File: config.mk
export PLATFORM = sky130hd
export DESIGN_NAME = dispatchUnit
export DESIGN_NICKNAME = d
export VERILOG_FILES = /design/src/rtl/rsPkg.sv /design/src/rtl/dispatchUnit.sv
export SDC_FILE = /design/constraint.sdc
export NUM_CORES = 1
export LEC_CHECK = 0
export BUFFER_PORTS_ARGS = -buffer_cell sky130_fd_sc_hd__buf_2
export CAP_MARGIN = 20
export CORE_AREA = 2 2 205 207
export DETAILED_ROUTE_END_ITERATION = 16
export DIE_AREA = 0 0 207 209
export GPL_ROUTABILITY_DRIVEN = 0
export PLACE_DENSITY_LB_ADDON = 0.1
export RECOVER_POWER = 25
export SLEW_MARGIN = 0
export SYNTH_ARGS = -nofsm -noshare
export SYNTH_HDL_FRONTEND = slang
export SYNTH_SLANG_ARGS = --single-unit
File: constraint.sdc
create_clock -name vclk -period 3.1
set_clock_uncertainty 0.1 [all_clocks]
set_input_delay 0.155 -clock vclk [all_inputs]
set_output_delay 0.155 -clock vclk [all_outputs]
set_load 0.05 [all_outputs]
File: src/rtl/rsPkg.sv
package rsPkg;

    localparam int NumEntries    = 16;
    localparam int EntryIdxW     = 4;
    localparam int TagW          = 8;
    localparam int DataW         = 32;
    localparam int NumBroadcasts = 4;

    // result bus indices
    localparam int BusAlu  = 0;
    localparam int BusMul  = 1;
    localparam int BusDiv  = 2;
    localparam int BusLoad = 3;

    // snoop order, first match wins
    localparam int SnoopOrder [NumBroadcasts] = '{BusAlu, BusMul, BusDiv, BusLoad};

    typedef struct packed {
        logic             valid;
        logic [TagW-1:0]  tag;
        logic [DataW-1:0] data;
    } resultBus_t;

    typedef struct packed {
        logic [31:0]     pc;
        logic [TagW-1:0] rd;
        logic [3:0]      aluOp;
        logic [2:0]      funct3;
        logic [31:0]     immediate;
        logic            memToReg;
        logic            memRead;  // also marks a load op
        logic            memWrite;
        logic            aluSrc1;
        logic            aluSrc2;
        logic            jump;
        logic            branch;
    } rsControl_t;

    typedef struct packed {
        logic [TagW-1:0]  tag;
        logic             valid;
        logic [DataW-1:0] data;
    } srcOperand_t;

    typedef struct packed {
        logic        busy;
        rsControl_t  ctrl;
        srcOperand_t op1;
        srcOperand_t op2;
    } rsEntry_t;

    typedef struct packed {
        rsControl_t       ctrl;
        logic [DataW-1:0] op1Data;
        logic [DataW-1:0] op2Data;
    } issueOp_t;

    // valid field of the result carries the hit flag
    function automatic resultBus_t snoopBroadcasts(
        input logic [TagW-1:0]                 tag,
        input resultBus_t [NumBroadcasts-1:0] buses
    );
        resultBus_t match;
        match     = '0;
        match.tag = tag;
        for (int i = 0; i < NumBroadcasts; i++) begin
            if (!match.valid && buses[SnoopOrder[i]].valid &&
                buses[SnoopOrder[i]].tag == tag) begin
                match.valid = 1'b1;
                match.data  = buses[SnoopOrder[i]].data;
            end
        end
        return match;
    endfunction

endpackage

File: src/rtl/dispatchUnit.sv
`timescale 1ns/1ps

module dispatchUnit (
    input  logic                                       dispatchValid,
    input  rsPkg::rsControl_t                          dispatchCtrl,
    input  logic [rsPkg::TagW-1:0]                     src1Tag,
    input  logic [rsPkg::TagW-1:0]                     src2Tag,
    input  logic                                       src1Ready,
    input  logic                                       src2Ready,
    input  logic [rsPkg::DataW-1:0]                    src1Data,
    input  logic [rsPkg::DataW-1:0]                    src2Data,
    input  rsPkg::resultBus_t [rsPkg::NumBroadcasts-1:0] broadcasts,
    input  logic [rsPkg::NumEntries-1:0]               busy,
    output logic                                       writeEn,
    output logic [rsPkg::EntryIdxW-1:0]                writeIdx,
    output rsPkg::rsEntry_t                            writeEntry,
    output logic                                       full
);
    import rsPkg::*;

    // register file value first, then a same-cycle broadcast
    function automatic srcOperand_t resolveOperand(
        input logic [TagW-1:0]                 tag,
        input logic                            rdy,
        input logic [DataW-1:0]                rfData,
        input resultBus_t [NumBroadcasts-1:0] buses
    );
        srcOperand_t op;
        resultBus_t  snoop;
        snoop    = snoopBroadcasts(tag, buses);
        op.tag   = tag;
        op.valid = rdy | snoop.valid;
        op.data  = rdy ? rfData : snoop.data;
        return op;
    endfunction

    always_comb begin
        writeIdx = '0;
        for (int i = NumEntries - 1; i >= 0; i--) begin
            if (!busy[i]) begin
                writeIdx = EntryIdxW'(i); // lowest free wins
            end
        end
    end

    assign full    = &busy;
    assign writeEn = dispatchValid & ~full; // dropped when full

    always_comb begin
        writeEntry      = '0;
        writeEntry.busy = 1'b1;
        writeEntry.ctrl = dispatchCtrl;
        writeEntry.op1  = resolveOperand(src1Tag, src1Ready, src1Data, broadcasts);
        writeEntry.op2  = resolveOperand(src2Tag, src2Ready, src2Data, broadcasts);
    end

endmodule

== Yosys cells after proc, flatten, opt, wreduce, memory -nomap -nowiden ==
Index checks and enable logic that the tools add are counted.

* Equality and inequality tests: 8
* Muxes and demuxes: 34
* Bitwise logic cells: 4
* Reductions and logical operators: 21

{| class="wikitable"
|+ Operator list
! operator !! number
|-
| 32-bit 2-to-1 mux || 10
|-
| 8-bit == test || 8
|-
| 4-bit 2-to-1 mux || 16
|-
| 16-bit AND reduction || 1
|-
| 1-bit logical AND || 14
|-
| 1-bit 2-to-1 mux || 8
|-
| 1-bit zero test || 6
|-
| 1-bit OR || 2
|-
| 1-bit AND || 1
|-
| 1-bit inverter || 1
|}

* Register bits after elaboration: 0
* Bits of input ports: 349
* Logic and storage cells: 67

== Depth between registers and ports, before layout ==
Gate-level depths: netlist of run 1.

* Word-level depth: 16
* Depth in mapped cells: 9
* Depth with buffers taken out: 6

== Worst setup path after synthesis of run 1 ==
OpenSTA, ideal clock, no wires.

* Kind: input to output
* From: input port src2Tag[1] (netlist name)
* To: output port writeEntry[10] (netlist name)
* Arrival time: 2.680 ns
* Data required time: 2.845 ns
* Slack: 0.165 ns
* Cell stages on the path: 9
* Cells stage by stage: xor2_1 nor4_2 nand2_2 o21ba_1 buf_6 a31o_1 buf_6 buf_6 o31ai_1

{| class="wikitable"
|+ RTL lines
! what !! line !! RTL
|-
| start: declaration || dispatchUnit.sv:7 || <nowiki>input logic [rsPkg::TagW-1:0] src2Tag,</nowiki>
|-
| end: declaration || dispatchUnit.sv:16 || <nowiki>output rsPkg::rsEntry_t writeEntry,</nowiki>
|}

==> results.sh, run 1 <==
export IMPL_irDropWorstVdd_uv=60.0
export IMPL_io_pins=524
export IMPL_dpl_hpwl_um=28600
export IMPL_start_util_pct=10.8
export IMPL_wire_per_inst_um=23.7
export IMPL_die_x_um=207
export IMPL_die_h_um=209
export IMPL_power_density_nw_per_um2=138
export IMPL_core_um2=41300
export IMPL_whs_ps=210
export IMPL_overflow=0
export IMPL_dieArea_um2=43300
export IMPL_critPathSlowestCell="nor4_2"
export IMPL_drive_above_1_share_pct=45.7
export IMPL_crit_path_end_kind="output port"
export IMPL_fillers=4933
export IMPL_timing_final_crit_share_pct=97.0
export IMPL_synth_top_cell_area_share_pct=17.3
export IMPL_track_usage_pct=15.4
export IMPL_synth_largest_area_cell="buf_4"
export IMPL_clkbuf_count=0
export IMPL_final_area_um2=6510
export IMPL_slew_violations=0
export IMPL_critPathLaunchType="primary input"
export IMPL_final_common_cell="buf_2"
export IMPL_avgSynthCellArea_um2=6.40
export IMPL_path_cells="buf_2 > xor2_1 > nor4_2 > nand2_2 > o21ba_2 > a31o_2 > buf_12 > o31ai_1 > buf_4"
export IMPL_drtIter0Drc=322
export IMPL_place_area_um2=6460
export IMPL_cp_depth=9
export IMPL_remaining_drc_errors=0
export IMPL_synthCells=700
export IMPL_final_util_pct=15.8
export IMPL_seqCellArea_um2=0
export IMPL_finalSetupViolations=0
export IMPL_ys_seq_area_share_pct=0
export IMPL_synth_net_count=1049
export IMPL_drt_first_pass_iters=5
export IMPL_num_rows=75
export IMPL_grt_pass1_wl_um=49400
export IMPL_worstPathRequired_ps=2840
export IMPL_grt_pass1_vias=6981
export IMPL_area_growth_pct=45.3
export IMPL_synth_area_um2=4480
export IMPL_clock_fmax_ghz=0.332
export IMPL_seq_cells=0
export IMPL_crit_buf_inv=3
export IMPL_fin_cells=1487
export IMPL_worstPathArrival_ps=2750
export IMPL_power_mw=0.898
export IMPL_grt_max_degree=56
export IMPL_netlist_top_cells_area="buf_4, xnor2_1, nor2_1, xor2_1, a32oi_1"
export IMPL_rsz0062_at_grt="false"
export IMPL_mostFrequentLayoutCells="buf_2, nor2_1, buf_4, nand2_1, o21ai_0"
export IMPL_num_vias=6465
export IMPL_yosys_warnings=0
export IMPL_period_needed_ps=3010
export IMPL_antenna_found_initial=9
export IMPL_post_drt_via_cell_ratio=4.35
export IMPL_power_leakage_nw=2.77
export IMPL_holdBufCountCts=0
export IMPL_crit_type="primary input to output port"
export IMPL_synth_cell_types=50
export IMPL_critical_path_peak_fanout=11
export IMPL_hold_depth=0
export IMPL_numPlacedInstances=1482
export IMPL_crit_path_max_incr_delay_ps=440
export IMPL_cp_top_family="compound AO/OA/AOI/OAI gates"
export IMPL_hold_path_class="primary input to output port"
export IMPL_outcome="completed"
export IMPL_worstMarginPinSlew_ps=824
export IMPL_antenna_left=0
export IMPL_wl_um=35300
export IMPL_slew_limit_headroom_pct=44.7
export IMPL_cap_violations=0
export IMPL_nets=1297
export IMPL_hold_viol_final=0
export IMPL_portBuffers=351
cell type report:
type	count	area, um2	area share [%]
Multi-Input combinational cell	523	3390	52.1
Tap cell	539	674	10.4
Timing Repair Buffer	415	2400	37.0
Inverter	8	30.0	0.462
Antenna cell	2	5.00	0.0769
repair_timing:
item,in CTS,in global routing
gates cloned,0,0
resized for setup,1,0
buffers inserted,0,3
pin swaps,0,1
setup endpoints to repair,1,16
power breakdown:
group | internal (mW) | switching [mW] | leakage [nW]
Combinational | 0.311 | 0.587 | 2.77
Sequential | 0 | 0 | 0
Clock | 0.0000000863 | 0 | 0.0000127
layer usage:
layer	global-route usage (%)	up-vias	share of wire, %
li1	-	3040	-
met1	18.0	3019	40
met2	28.7	338	50
met3	3.82	58	7.4
met4	2.49	10	1.9
met5	0.334	-	0.20
metrics by stage:
| stage | setup WS, ps | setup TNS (ps) |
|---|---|---|
| 5_1_grt | 4.55 | 0 |
| 6_report | 92.0 | 0 |
| 2_1_floorplan | 165 | 0 |
| 3_5_place_dp | -29.7 | -29.7 |
| 4_1_cts | 11.4 | 0 |
| 3_3_place_gp | -51.5 | -51.5 |
Yosys cell counts (8+ instances only):
library cell,n
nor3_1,14
buf_2,18
clkbuf_1,41
a311o_1,8
a22oi_1,32
nand2_1,55
a21oi_1,9
nand3_1,25
o22ai_1,21
a311oi_1,24
xnor2_1,33
o21ai_0,35
and4_1,18
nor2_1,75
o31ai_1,29
xor2_1,31
a32oi_1,29
nand4_1,22
or3_1,8
buf_4,103
worst paths after layout:
check	end	slack, ps	start
min	writeEntry[133]	210	dispatchCtrl[51]
max	writeEntry[8]	90	src2Tag[0]
kinds of logic after synthesis:
group,share of synthesized area (%)
simple gates,26.4
compound gates,36.0
buf+inv,25.0
xor+xnor,12.5
other cells,0.0837
Power figures use the tool's default switching activity.
==> run 2: changes to the inputs <==
- BUFFER_PORTS_ARGS: -buffer_cell sky130_fd_sc_hd__buf_2 -> default
- CORE_AREA: 2 2 205 207 -> 2 2 204 206
- DIE_AREA: 0 0 207 209 -> 0 0 206 208
- DONT_BUFFER_PORTS: default -> 1
==> run 2 against run 1 <==
First-iteration DRC count is 0.62% higher. Utilization is 3.1 points lower. Wire length is 3.1% lower. Combinational power is 35% lower. Hold slack stayed put. Total power is 35% lower. Non-clock buffer count is 314 lower. Die area is 0.96% lower. Count of clock-buffer cells in the layout stayed put. Sequential share of layout area stayed put. Sequential cell count stayed put. Via count is 18% lower. Critical path type unchanged. Largest cell class unchanged.
==> results.sh, run 2 (synthesis results as in run 1) <==
export IMPL_drt_first_pass_iters=5
export IMPL_overflow=0
export IMPL_crit_buf_inv=3
export IMPL_clock_fmax_ghz=0.358
export IMPL_grt_pass1_wl_um=45500
export IMPL_slew_violations=0
export IMPL_dpl_hpwl_um=27800
export IMPL_crit_path_max_incr_delay_ps=540
export IMPL_antenna_left=0
export IMPL_p_int_mw=0.203
export IMPL_grt_pass1_vias=5707
export IMPL_area_growth_pct=15.0
export IMPL_final_area_um2=5150
export IMPL_start_util_pct=11.0
export IMPL_hold_viol_final=0
export IMPL_num_vias=5319
export IMPL_crit_type="primary input to output port"
export IMPL_mostFrequentLayoutCells="buf_4, nor2_1, nand2_1, xnor2_1, a22oi_1"
export IMPL_worstPathArrival_ps=2540
export IMPL_p_sw_mw=0.384
export IMPL_nets=983
export IMPL_timing_final_crit_share_pct=90.0
export IMPL_path_common_cell="buf_4"
export IMPL_path_cells="xor2_1 > nor4_1 > and3_1 > buf_4 > nor2_4 > buf_4 > a311oi_1 > o31ai_2 > buf_4"
export IMPL_critPathSlowestCell="nor4_1"
export IMPL_worstPathRequired_ps=2840
export IMPL_critPathLaunchType="primary input"
export IMPL_die_h_um=208
export IMPL_irDropWorstVdd_uv=55.3
export IMPL_power_frac_comb_pct=100.0
export IMPL_hold_path_class="primary input to output port"
export IMPL_portBuffers=0
export IMPL_pwr_share_clk_pct=0
export IMPL_post_drt_via_cell_ratio=4.57
export IMPL_place_area_um2=5150
export IMPL_final_setup_worst_slack_ps=309
export IMPL_fillers=4776
export IMPL_wl_um=34200
export IMPL_track_usage_pct=14.9
export IMPL_whs_ps=210
export IMPL_wire_per_inst_um=29.4
export IMPL_holdBufCountCts=0
export IMPL_clkbuf_count=0
export IMPL_finalSetupViolations=0
export IMPL_power_mw=0.587
export IMPL_final_common_cell="buf_4"
export IMPL_period_needed_ps=2790
export IMPL_crit_path_end_kind="output port"
export IMPL_power_leakage_nw=1.59
export IMPL_postCtsSetupRepairBufs=0
export IMPL_cp_top_family="simple AND/OR/NAND/NOR gates"
export IMPL_drtIter0Drc=324
export IMPL_slew_limit_headroom_pct=38.3
export IMPL_io_pins=524
export IMPL_antenna_found_initial=3
export IMPL_power_density_nw_per_um2=114
export IMPL_die_x_um=206
export IMPL_drive_above_1_share_pct=23.6
export IMPL_critical_path_peak_fanout=17
export IMPL_rsz0062_at_grt="false"
export IMPL_cap_violations=0
export IMPL_seq_cells=0
export IMPL_ctsResizeCount=0
export IMPL_dieArea_um2=42800
export IMPL_num_rows=74
export IMPL_dp_slack_ps=267
export IMPL_setup_tns_ps=0
export IMPL_p_sw_share_pct=65.4
export IMPL_seqPwrFrac_pct=0
export IMPL_core_um2=40600
export IMPL_seqCellArea_um2=0
export IMPL_remaining_drc_errors=0
export IMPL_grt_max_degree=57
export IMPL_worstMarginPinSlew_ps=922
export IMPL_outcome="completed"
[run 2: cell count changes in the layout (fill, tap and decap cells not counted), sizes merged]
cell,previous run,this run
diode,2,1
buf,415,101
[run 2: power by group through the flow]
stage | registers [mW] | clock network (mW) | logic (mW)
after floorplan | 0 | 0 | 0.778
after global placement | 0 | 0 | 0.600
after detailed placement | 0 | 0 | 0.597
after CTS | 0 | 0 | 0.599
after global routing | 0 | 0.0000000433 | 0.627
final | 0 | 0.0000000434 | 0.587
[run 2: cell type report]
class                           instances  area [um2]  area share [%]
Antenna cell                            1        2.50          0.0486
Multi-Input combinational cell        523        3540            68.8
Inverter                                8        30.0           0.583
Timing Repair Buffer                  101         908            17.6
Tap cell                              532         666            12.9
[run 2: routing by layer]
metal  GRT usage (%)  routed length (um)
met2            28.3               17800
met3            4.65                3580
met5           0.230                  12
met1            15.9               12200
met4            2.81                 656
[run 2: metrics by stage]
stage,instances,util (%)
3_5_place_dp,1164,12.7
2_1_floorplan,700,-
3_3_place_gp,1164,12.7
6_report,1165,12.7
4_1_cts,1164,12.7
5_1_grt,1165,12.7
[run 2: path summary, 6_finish.rpt]
kind | slack (ps) | from | depth (start not counted) | end
hold / removal | 210 | dispatchCtrl[50] | 0 | writeEntry[132]
setup / recovery | 310 | broadcasts[74] | 9 | writeEntry[24]
